**src/common/rv_macros.svh**
```systemverilog
`ifndef RV_MACROS_SVH
`define RV_MACROS_SVH

// data word width
`define XLEN 32

// integer register count, x0 included
`define NREGS 32

// first fetch address after reset
`define RESET_PC 32'h0000_0000

`endif

```
**src/common/rv_pkg.sv**
```systemverilog
package rv_pkg;

    // alu operations, pass_b serves lui
    typedef enum logic [3:0] {
        alu_add,
        alu_sub,
        alu_sll,
        alu_slt,
        alu_sltu,
        alu_xor,
        alu_srl,
        alu_sra,
        alu_or,
        alu_and,
        alu_pass_b
    } alu_t;

    typedef struct packed {
        logic [6:0] funct7;
        logic [4:0] rs2;
        logic [4:0] rs1;
        logic [2:0] funct3;
        logic [4:0] rd;
        logic [6:0] opcode;
    } r_fmt_t;

    typedef struct packed {
        logic [11:0] imm;
        logic [4:0]  rs1;
        logic [2:0]  funct3;
        logic [4:0]  rd;
        logic [6:0]  opcode;
    } i_fmt_t;

    typedef struct packed {
        logic [6:0] imm_hi;
        logic [4:0] rs2;
        logic [4:0] rs1;
        logic [2:0] funct3;
        logic [4:0] imm_lo;
        logic [6:0] opcode;
    } s_fmt_t;

    // branch offset is scattered, bit 0 is implied
    typedef struct packed {
        logic       imm12;
        logic [5:0] imm10_5;
        logic [4:0] rs2;
        logic [4:0] rs1;
        logic [2:0] funct3;
        logic [3:0] imm4_1;
        logic       imm11;
        logic [6:0] opcode;
    } b_fmt_t;

    typedef struct packed {
        logic [19:0] imm;
        logic [4:0]  rd;
        logic [6:0]  opcode;
    } u_fmt_t;

    typedef struct packed {
        logic       imm20;
        logic [9:0] imm10_1;
        logic       imm11;
        logic [7:0] imm19_12;
        logic [4:0] rd;
        logic [6:0] opcode;
    } j_fmt_t;

    // one instruction word, seen through each encoding format
    typedef union packed {
        r_fmt_t r_fmt;
        i_fmt_t i_fmt;
        s_fmt_t s_fmt;
        b_fmt_t b_fmt;
        u_fmt_t u_fmt;
        j_fmt_t j_fmt;
    } inst_u;

    typedef struct packed {
        logic reg_write;
        logic mem_write;
        logic mem_read;
        logic alu_src;
        alu_t alu_ctrl;
        logic is_branch;
        logic is_jal;
        logic is_jalr;
        logic lui;
        logic auipc;
    } ctrl_t;

endpackage

```
**src/common/mem_req_if.sv**
```systemverilog
`include "rv_macros.svh"

// one data memory request from the MW stage
interface mem_req_if;
    logic             req;
    logic             write;
    logic [`XLEN-1:0] addr;
    logic [`XLEN-1:0] wdata;
    logic [`XLEN-1:0] rdata;
    // single cycle pulse, transfer finished
    logic             done;

    modport core (
        output req,
        output write,
        output addr,
        output wdata,
        input  rdata,
        input  done
    );

    modport bus (
        input  req,
        input  write,
        input  addr,
        input  wdata,
        output rdata,
        output done
    );
endinterface

```
**src/data_path/alu.sv**
```systemverilog
`include "rv_macros.svh"

module alu
    import rv_pkg::*;
(
    input  logic [`XLEN-1:0] a,
    input  logic [`XLEN-1:0] b,
    input  alu_t             op,
    input  logic [2:0]       funct3,
    output logic [`XLEN-1:0] result,
    output logic             cond
);

    logic lt_s;
    logic lt_u;

    // both comparisons are shared by slt and the branch check
    assign lt_s = $signed(a) < $signed(b);
    assign lt_u = a < b;

    always_comb begin
        case (op)
            alu_add:    result = a + b;
            alu_sub:    result = a - b;
            alu_sll:    result = a << b[4:0];
            alu_slt:    result = {{(`XLEN-1){1'b0}}, lt_s};
            alu_sltu:   result = {{(`XLEN-1){1'b0}}, lt_u};
            alu_xor:    result = a ^ b;
            alu_srl:    result = a >> b[4:0];
            alu_sra:    result = $signed(a) >>> b[4:0];
            alu_or:     result = a | b;
            alu_and:    result = a & b;
            alu_pass_b: result = b;
            default:    result = '0;
        endcase
    end

    // branch condition, funct3 as in the branch encoding
    always_comb begin
        case (funct3)
            3'b000:  cond = a == b;
            3'b001:  cond = a != b;
            3'b100:  cond = lt_s;
            3'b101:  cond = !lt_s;
            3'b110:  cond = lt_u;
            3'b111:  cond = !lt_u;
            default: cond = 1'b0;
        endcase
    end

endmodule

```
**src/data_path/data_path.sv**
```systemverilog
`include "rv_macros.svh"

module data_path
    import rv_pkg::*;
(
    input  logic             clk,
    input  logic             rst_n,
    output logic [`XLEN-1:0] current_pc,
    input  logic [`XLEN-1:0] inst,
    input  ctrl_t            ctrl,
    input  logic             forward_a,
    input  logic             forward_b,
    input  logic             pc_en,
    input  logic             if_ex_en,
    input  logic             if_ex_clr,
    input  logic             ex_mw_clr,
    output inst_u            inst_ex,
    output logic [4:0]       rs1_ex,
    output logic [4:0]       rs2_ex,
    output logic [4:0]       rd_mw,
    output logic             reg_write_mw,
    output logic             mem_read_mw,
    output logic             branch_taken,
    mem_req_if.core          mem
);

    logic [`XLEN-1:0] pc_ex;
    logic [`XLEN-1:0] rf [`NREGS];
    logic [`XLEN-1:0] rs1_val;
    logic [`XLEN-1:0] rs2_val;
    logic [`XLEN-1:0] imm;
    logic [`XLEN-1:0] op_a;
    logic [`XLEN-1:0] op_b;
    logic [`XLEN-1:0] alu_result;
    logic             cond;
    logic [`XLEN-1:0] target_base;
    logic [`XLEN-1:0] target_sum;
    logic [`XLEN-1:0] target;
    logic [`XLEN-1:0] link_addr;
    logic [`XLEN-1:0] ex_result;
    logic             mem_write_mw;
    logic [`XLEN-1:0] result_mw;
    logic [`XLEN-1:0] store_mw;
    logic [`XLEN-1:0] wb_data;
    logic             mw_hold;
    logic             rf_we;

    // IF stage
    always_ff @(posedge clk) begin
        if (!rst_n) begin
            current_pc <= `RESET_PC;
        end else if (pc_en) begin
            current_pc <= branch_taken ? target : current_pc + `XLEN'd4;
        end
    end

    // IF/EX register, a cleared word decodes as a bubble
    always_ff @(posedge clk) begin
        if (!rst_n || if_ex_clr) begin
            inst_ex <= '0;
        end else if (if_ex_en) begin
            inst_ex <= inst;
        end
    end

    always_ff @(posedge clk) begin
        if (if_ex_en) begin
            pc_ex <= current_pc;
        end
    end

    // EX stage
    assign rs1_ex = inst_ex.r_fmt.rs1;
    assign rs2_ex = inst_ex.r_fmt.rs2;

    // x0 reads zero, MW result bypasses the register file
    assign rs1_val = forward_a ? wb_data : (rs1_ex == '0 ? '0 : rf[rs1_ex]);
    assign rs2_val = forward_b ? wb_data : (rs2_ex == '0 ? '0 : rf[rs2_ex]);

    always_comb begin
        if (ctrl.lui || ctrl.auipc) begin
            imm = {inst_ex.u_fmt.imm, 12'b0};
        end else if (ctrl.is_jal) begin
            imm = {{12{inst_ex.j_fmt.imm20}}, inst_ex.j_fmt.imm19_12,
                   inst_ex.j_fmt.imm11, inst_ex.j_fmt.imm10_1, 1'b0};
        end else if (ctrl.is_branch) begin
            imm = {{20{inst_ex.b_fmt.imm12}}, inst_ex.b_fmt.imm11,
                   inst_ex.b_fmt.imm10_5, inst_ex.b_fmt.imm4_1, 1'b0};
        end else if (ctrl.mem_write) begin
            imm = {{20{inst_ex.s_fmt.imm_hi[6]}}, inst_ex.s_fmt.imm_hi, inst_ex.s_fmt.imm_lo};
        end else begin
            imm = {{20{inst_ex.i_fmt.imm[11]}}, inst_ex.i_fmt.imm};
        end
    end

    assign op_a = ctrl.auipc ? pc_ex : rs1_val;
    assign op_b = ctrl.alu_src ? imm : rs2_val;

    alu alu_inst (
        .a      (op_a),
        .b      (op_b),
        .op     (ctrl.alu_ctrl),
        .funct3 (inst_ex.r_fmt.funct3),
        .result (alu_result),
        .cond   (cond)
    );

    // jalr drops bit 0 of its target
    assign target_base = ctrl.is_jalr ? rs1_val : pc_ex;
    assign target_sum  = target_base + imm;
    assign target      = {target_sum[`XLEN-1:1], target_sum[0] & ~ctrl.is_jalr};

    assign branch_taken = (ctrl.is_branch && cond) || ctrl.is_jal || ctrl.is_jalr;
    assign link_addr    = pc_ex + `XLEN'd4;
    assign ex_result    = (ctrl.is_jal || ctrl.is_jalr) ? link_addr : alu_result;

    // EX/MW register, frozen while the bus transfer is open
    assign mw_hold = mem.req && !mem.done;

    always_ff @(posedge clk) begin
        if (!rst_n) begin
            reg_write_mw <= 1'b0;
            mem_write_mw <= 1'b0;
            mem_read_mw  <= 1'b0;
        end else if (!mw_hold) begin
            if (ex_mw_clr) begin
                reg_write_mw <= 1'b0;
                mem_write_mw <= 1'b0;
                mem_read_mw  <= 1'b0;
            end else begin
                reg_write_mw <= ctrl.reg_write;
                mem_write_mw <= ctrl.mem_write;
                mem_read_mw  <= ctrl.mem_read;
            end
        end
    end

    always_ff @(posedge clk) begin
        if (!mw_hold) begin
            rd_mw     <= inst_ex.r_fmt.rd;
            result_mw <= ex_result;
            store_mw  <= rs2_val;
        end
    end

    // MW stage
    assign mem.req   = mem_read_mw || mem_write_mw;
    assign mem.write = mem_write_mw;
    assign mem.addr  = result_mw;
    assign mem.wdata = store_mw;

    assign wb_data = mem_read_mw ? mem.rdata : result_mw;
    assign rf_we   = reg_write_mw && !mw_hold && rd_mw != '0;

    always_ff @(posedge clk) begin
        if (rf_we) begin
            rf[rd_mw] <= wb_data;
        end
    end

    a_ld_st_excl: assert property (@(posedge clk) disable iff (!rst_n)
        ctrl.mem_read |-> !ctrl.mem_write);

    // a redirect always leaves a bubble behind it
    a_redirect_bubble: assert property (@(posedge clk) disable iff (!rst_n)
        (branch_taken && pc_en) |=> inst_ex.r_fmt.opcode == 7'b0);

endmodule

```
**src/control_unit/control_unit.sv**
```systemverilog
module control_unit
    import rv_pkg::*;
(
    input  logic       clk,
    input  logic       rst_n,
    input  inst_u      inst_ex,
    input  logic [4:0] rs1_ex,
    input  logic [4:0] rs2_ex,
    input  logic [4:0] rd_mw,
    input  logic       reg_write_mw,
    input  logic       mem_read_mw,
    input  logic       branch_taken,
    input  logic       mem_busy,
    output ctrl_t      ctrl,
    output logic       forward_a,
    output logic       forward_b,
    output logic       pc_en,
    output logic       if_ex_en,
    output logic       if_ex_clr,
    output logic       ex_mw_clr
);

    localparam logic [6:0] op_reg    = 7'b0110011;
    localparam logic [6:0] op_imm    = 7'b0010011;
    localparam logic [6:0] op_lui    = 7'b0110111;
    localparam logic [6:0] op_auipc  = 7'b0010111;
    localparam logic [6:0] op_load   = 7'b0000011;
    localparam logic [6:0] op_store  = 7'b0100011;
    localparam logic [6:0] op_branch = 7'b1100011;
    localparam logic [6:0] op_jal    = 7'b1101111;
    localparam logic [6:0] op_jalr   = 7'b1100111;

    logic [2:0] funct3;
    logic [6:0] funct7;
    logic       alt_ok;
    logic       load_use;
    logic       stall;

    function automatic alu_t alu_decode(input logic [2:0] f3, input logic alt);
        case (f3)
            3'b000:  return alt ? alu_sub : alu_add;
            3'b001:  return alu_sll;
            3'b010:  return alu_slt;
            3'b011:  return alu_sltu;
            3'b100:  return alu_xor;
            3'b101:  return alt ? alu_sra : alu_srl;
            3'b110:  return alu_or;
            default: return alu_and;
        endcase
    endfunction

    assign funct3 = inst_ex.r_fmt.funct3;
    assign funct7 = inst_ex.r_fmt.funct7;

    // funct7 may only be zero, or 0100000 for sub and sra
    assign alt_ok = funct7 == 7'b0 ||
                    (funct7 == 7'b0100000 && (funct3 == 3'b000 || funct3 == 3'b101));

    // anything not matched stays all zero and runs as a no-op
    always_comb begin
        ctrl = '0;
        case (inst_ex.r_fmt.opcode)
            op_reg: begin
                ctrl.reg_write = alt_ok;
                ctrl.alu_ctrl  = alu_decode(funct3, funct7[5]);
            end
            op_imm: begin
                ctrl.reg_write = funct3[1:0] != 2'b01 || alt_ok;
                ctrl.alu_src   = 1'b1;
                ctrl.alu_ctrl  = alu_decode(funct3, funct3 == 3'b101 && funct7[5]);
            end
            op_lui: begin
                ctrl.reg_write = 1'b1;
                ctrl.alu_src   = 1'b1;
                ctrl.alu_ctrl  = alu_pass_b;
                ctrl.lui       = 1'b1;
            end
            op_auipc: begin
                ctrl.reg_write = 1'b1;
                ctrl.alu_src   = 1'b1;
                ctrl.alu_ctrl  = alu_add;
                ctrl.auipc     = 1'b1;
            end
            op_load: begin
                ctrl.reg_write = funct3 == 3'b010;
                ctrl.mem_read  = funct3 == 3'b010;
                ctrl.alu_src   = 1'b1;
            end
            op_store: begin
                ctrl.mem_write = funct3 == 3'b010;
                ctrl.alu_src   = 1'b1;
            end
            op_branch: ctrl.is_branch = funct3[2:1] != 2'b01;
            op_jal: begin
                ctrl.reg_write = 1'b1;
                ctrl.is_jal    = 1'b1;
            end
            op_jalr: begin
                ctrl.reg_write = funct3 == 3'b000;
                ctrl.is_jalr   = funct3 == 3'b000;
            end
            default: ;
        endcase
    end

    // bypass from MW when a source matches a nonzero rd
    assign forward_a = reg_write_mw && rd_mw != '0 && rd_mw == rs1_ex;
    assign forward_b = reg_write_mw && rd_mw != '0 && rd_mw == rs2_ex;

    assign load_use = mem_read_mw && rd_mw != '0 && (rd_mw == rs1_ex || rd_mw == rs2_ex);
    assign stall    = mem_busy || load_use;

    assign pc_en     = !stall;
    assign if_ex_en  = !stall;
    assign if_ex_clr = branch_taken && !stall;
    // the load leaves MW and a bubble takes its place while EX waits
    assign ex_mw_clr = load_use && !mem_busy;

    // a stalled EX instruction is neither flushed nor replaced
    a_no_flush_in_stall: assert property (@(posedge clk) disable iff (!rst_n)
        stall |=> $stable(inst_ex));

    // once the load has gone, the dependent op no longer sees a load in MW
    a_load_use_drains: assert property (@(posedge clk) disable iff (!rst_n)
        ex_mw_clr |=> !mem_read_mw);

endmodule

```
**src/source/apb_mem_master.sv**
```systemverilog
`include "rv_macros.svh"

module apb_mem_master (
    input  logic             clk,
    input  logic             rst_n,
    mem_req_if.bus           mem,
    output logic             mem_busy,
    output logic [`XLEN-1:0] paddr,
    output logic             psel,
    output logic             penable,
    output logic             pwrite,
    output logic [`XLEN-1:0] pwdata,
    input  logic [`XLEN-1:0] prdata,
    input  logic             pready
);

    localparam logic [1:0] idle   = 2'd0;
    localparam logic [1:0] setup  = 2'd1;
    localparam logic [1:0] access = 2'd2;

    logic [1:0] state;
    logic       write_q;

    always_ff @(posedge clk) begin
        if (!rst_n) begin
            state <= idle;
        end else begin
            case (state)
                idle:    if (mem.req) state <= setup;
                setup:   state <= access;
                access:  if (pready) state <= idle;
                default: state <= idle;
            endcase
        end
    end

    // request captured when accepted, MW holds it anyway until done
    always_ff @(posedge clk) begin
        if (state == idle && mem.req) begin
            paddr   <= mem.addr;
            pwdata  <= mem.wdata;
            write_q <= mem.write;
        end
    end

    assign psel    = state != idle;
    assign penable = state == access;
    assign pwrite  = psel && write_q;

    assign mem.done  = penable && pready;
    assign mem.rdata = prdata;
    // busy from the first MW cycle up to, not including, the pready cycle
    assign mem_busy  = mem.req && !mem.done;

    a_apb_stable: assert property (@(posedge clk) disable iff (!rst_n)
        (penable && !pready) |=> $stable(paddr) && $stable(pwdata) && $stable(pwrite) &&
                                 $stable(psel) && $stable(penable));

endmodule

```
**src/source/rv32_core.sv**
```systemverilog
`include "rv_macros.svh"

module rv32_core
    import rv_pkg::*;
(
    input  logic             clk,
    input  logic             rst_n,

    // instruction fetch
    output logic [`XLEN-1:0] current_pc,
    input  logic [`XLEN-1:0] inst,

    // apb data memory
    output logic [`XLEN-1:0] paddr,
    output logic             psel,
    output logic             penable,
    output logic             pwrite,
    output logic [`XLEN-1:0] pwdata,
    input  logic [`XLEN-1:0] prdata,
    input  logic             pready
);

    // control unit to data path
    ctrl_t      ctrl;
    logic       forward_a;
    logic       forward_b;
    logic       pc_en;
    logic       if_ex_en;
    logic       if_ex_clr;
    logic       ex_mw_clr;

    // data path to control unit
    inst_u      inst_ex;
    logic [4:0] rs1_ex;
    logic [4:0] rs2_ex;
    logic [4:0] rd_mw;
    logic       reg_write_mw;
    logic       mem_read_mw;
    logic       branch_taken;

    // apb master to control unit
    logic       mem_busy;

    mem_req_if mem ();

    data_path data_path_inst (
        .*
    );

    control_unit controller_inst (
        .*
    );

    apb_mem_master apb_master_inst (
        .*
    );

endmodule

```
**config.mk**
```make
export PLATFORM = sky130hd
export DESIGN_NAME = rv32_core
export DESIGN_NICKNAME = d
export VERILOG_FILES = /design/src/common/rv_pkg.sv /design/src/common/mem_req_if.sv /design/src/data_path/alu.sv /design/src/data_path/data_path.sv /design/src/control_unit/control_unit.sv /design/src/source/apb_mem_master.sv /design/src/source/rv32_core.sv
export VERILOG_INCLUDE_DIRS = /design/src /design/src/common
export SDC_FILE = /design/constraint.sdc
export NUM_CORES = 2
export LEC_CHECK = 0
export ABC_AREA = 1
export BUFFER_PORTS_ARGS = -buffer_cell sky130_fd_sc_hd__buf_4
export CAP_MARGIN = 10
export CELL_PAD_IN_SITES_DETAIL_PLACEMENT = 0
export CELL_PAD_IN_SITES_GLOBAL_PLACEMENT = 1
export CORE_ASPECT_RATIO = 0.9
export CORE_MARGIN = 2
export CORE_UTILIZATION = 25
export CTS_CLUSTER_SIZE = 40
export DETAILED_ROUTE_END_ITERATION = 7
export PLACE_DENSITY = 0.55
export SLEW_MARGIN = 5
export SYNTH_ARGS = -nofsm -noshare
export SYNTH_HDL_FRONTEND = slang
export SYNTH_SLANG_ARGS = --single-unit
```
**constraint.sdc**
```tcl
create_clock -name clk -period 5.55 [get_ports clk]
set_input_delay 0.2775 -clock clk [delete_from_list [all_inputs] [get_ports clk]]
set_output_delay 0.2775 -clock clk [all_outputs]
set_load 0.02 [all_outputs]
```
==> impl_metrics.json <==
{
  "drv_cap": 0,
  "antenna_found_initial": 25,
  "hold_viol": 0,
  "use_met2_pct": 35.0,
  "synth_edf_count": 1190,
  "yosysMostFrequentCell": "nand2_1",
  "clockRootBuffer": "clkbuf_16",
  "io_buffers": 165,
  "r2r_slack_ns": 0.08,
  "totalWireLength_um": 381000,
  "status": "complete, no violations",
  "clk_path_buf_depth": 4,
  "layout_setup_ws_ns": 0.0828,
  "fin_skew_ns": 0.0761,
  "critical-path-max-stage-delay_ns": 0.35,
  "synth_top_flop_cell": "edfxtp_1",
  "cts_tree": "done",
  "powerDensity_nw_per_um2": 341,
  "synth.avg_cell_area_sq_um": 8.52,
  "use_met1_pct": 35.3,
  "synth_area_leader_cell": "edfxtp_1",
  "period_share_pct": 98.5,
  "swShare_pct": 35.1,
  "final_nets": 9666,
  "path_class": "reg2reg",
  "h-tree-depth": 4,
  "yosysSeqAreaShare_pct": 49.6,
  "place_ws_ns": -0.653,
  "cts.sinks": 1269,
  "critPathLaunchType": "flip-flop",
  "synthTopCellsByArea": "edfxtp_1, nand2_1, nand3_1",
  "ios": 166,
  "rows": 191,
  "grt_remaining_overflow": 0,
  "grt.total_usage_pct": 23.8,
  "regArea_sq_um": 37300,
  "hp-class": "in2reg",
  "numCtsBuffers": 156,
  "worst_skew_pair.late_latency_ns": 0.86,
  "gp_congestion": 0.981,
  "finish.instance_area_sq_um": 93300,
  "drt-vias-per-instance": 5.27,
  "fin_crit_ns": 5.47,
  "rsz0062_at_grt": "true",
  "dpl_cell_area_sq_um": 86100,
  "critical_path_required_ns": 6.08,
  "synthArstFlopShare_pct": 0,
  "drive_above_1_share_pct": 16.7,
  "grt_pass1_vias": 66963,
  "critPathCaptureType": "flip-flop",
  "whs_path_depth": 3,
  "cp_common_cell": "nand2_1",
  "yosys_warnings": 0,
  "rr_worst_depth": 32,
  "power_frac_clock_pct": 31.8,
  "cp.arrival_ns": 5.99,
  "grt_max_degree": 139,
  "drtAntennaViolNets": 0,
  "ir_drop_uv": 237,
  "core-area_sq_um": 300000,
  "p_leak_nw": 36.5,
  "drtPass1Iterations": 6,
  "initial_utilization_pct": 25.1,
  "die-area_sq_um": 306000,
  "tightest_slew_ns": 1.46,
  "top_usage_layer": "met1",
  "switching_power_mw": 11.2,
  "yosysTopAreaCellShare_pct": 47.5,
  "instances_no_fill": 13543,
  "drv_slew": 0,
  "syn_area_sq_um": 75300,
  "die_w_um": 582,
  "multiInputGateArea_sq_um": 32000,
  "ys_types": 66,
  "wl_per_cell_um": 28.1,
  "fmax_mhz": 183,
  "syn_to_final_growth_pct": 23.9,
  "p_seq_share_pct": 38.4,
  "pwr-share-comb_pct": 29.9,
  "grt_pass1_wl_um": 522000,
  "die_h_um": 525,
  "dp.cells": 13152,
  "slowest_stage": "dfxtp_4",
  "finalSetupViolations": 0,
  "drt_iter0_drc": 9458,
  "path_max_fanout": 15,
  "vias": 71309,
  "synth-seq-cells": 1269,
  "nFillCells": 31546,
  "drc_errors": 0,
  "netlist_instances": 8834,
  "hpwl_um": 254000,
  "gr-usage-met3_pct": 3.64,
  "path_clk_slew_ns": 0.06,
  "intPower_mw": 20.6,
  "synth_common_cells": "nand2_1, nand3_1, edfxtp_1, inv_1, o21ai_0",
  "slew_headroom_pct": 1.62
}
-- placed cells by master (no fill, tap or decap), drive strengths merged, types with 205 or more instances in the layout --
cell	count
o21ai	913
nor2	515
nand3	1272
clkbuf	205
o211ai	389
nand2	1732
buf	985
inv	940
a21oi	558
edfxtp	1190
-- registers in the layout, summed over array words and instances, names as in the netlist, named ones only --
| name | flops |
|---|---|
| data_path_inst.mem.wdata | 32 |
| apb_master_inst.state | 2 |
| data_path_inst.mem.write | 1 |
| data_path_inst.inst_ex | 32 |
| data_path_inst.pc_ex | 32 |
| data_path_inst.rd_mw | 5 |
| data_path_inst.mem_read_mw | 1 |
| data_path_inst.mem.addr | 32 |
| apb_master_inst.pwdata | 32 |
| apb_master_inst.paddr | 32 |
| data_path_inst.reg_write_mw | 1 |
| apb_master_inst.write_q | 1 |
| data_path_inst.current_pc | 32 |
| data_path_inst.rf | 1024 |
-- critical path, delay by kind of cell (launching register included) --
family / cells / cell delay (ns)
compound gates: 11 / 1.92
fa+ha+maj: 1 / 0.30
flops: 1 / 0.35
simple gates: 12 / 1.38
buf+inv: 8 / 1.17
-- cell type report --
type | count | area share [%]
multi-input combinational | 6056 | 34.3
sequential | 1269 | 40.0
inverter | 943 | 3.86
clock buffer | 186 | 4.42
clock inverter | 86 | 0.722
antenna | 7 | 0.0188
timing repair buffer | 1040 | 11.3
tap | 3956 | 5.31
-- stage by stage --
step                      utilization [%]  hold WS, ns  total power [mW]  setup TNS, ns
after floorplan                         -        0.400              16.5         -66.85
after global placement               28.7        0.402              21.4         -20.54
after detailed placement             28.7        0.405              21.4         -13.33
after CTS                            30.5       0.0234              31.5         -0.160
after global routing                 31.1       0.0402              32.9          -1.67
final                                31.1       0.0465              31.8              0
-- power by group through the flow --
stage                     registers [mW]  logic [mW]  clock network [mW]
after global routing                12.2        10.1                10.6
after CTS                           12.2        9.06                10.3
after detailed placement            12.4        8.95                   0
after floorplan                     12.3        4.28                   0
final                               12.2        9.50                10.1
after global placement              12.4        8.97                   0
-- routing by layer --
layer	vias up	wire length [um]
met5	-	36
met2	3481	160000
met3	558	31900
met1	35192	176000
met4	6	13700
li1	32072	-
-- logic make-up after synthesis --
group                      share of synthesized area, %
xor gates and xnor gates                          0.942
and+or+nand+nor                                    21.8
other                                           0.00498
DFF                                                49.6
AOI/OAI and AO/OA                                  16.2
adders and majority gates                          2.24
buffers and inverters                              9.18
-- timing repair --
| action | CTS | global route |
|---|---|---|
| endpoints found under the hold margin | 60 | 0 |
| cloned | 2 | 19 |
| hold buffers | 34 | 0 |
| pin swaps | 2 | 38 |
| setup buffers | 10 | 46 |
| endpoints found under the setup margin | 88 | 96 |
| gates resized for setup | 30 | 196 |
-- worst paths after layout --
path	start	end
max	flip-flop	data_path_inst.mem.addr[26]
min reg2reg	data_path_inst.mem.wdata[26]	apb_master_inst.pwdata[26]
max reg2reg	flip-flop	data_path_inst.mem.addr[26]
min	prdata[13]	data_path_inst.rf[7][13]
(Power assumes the default switching activity.)
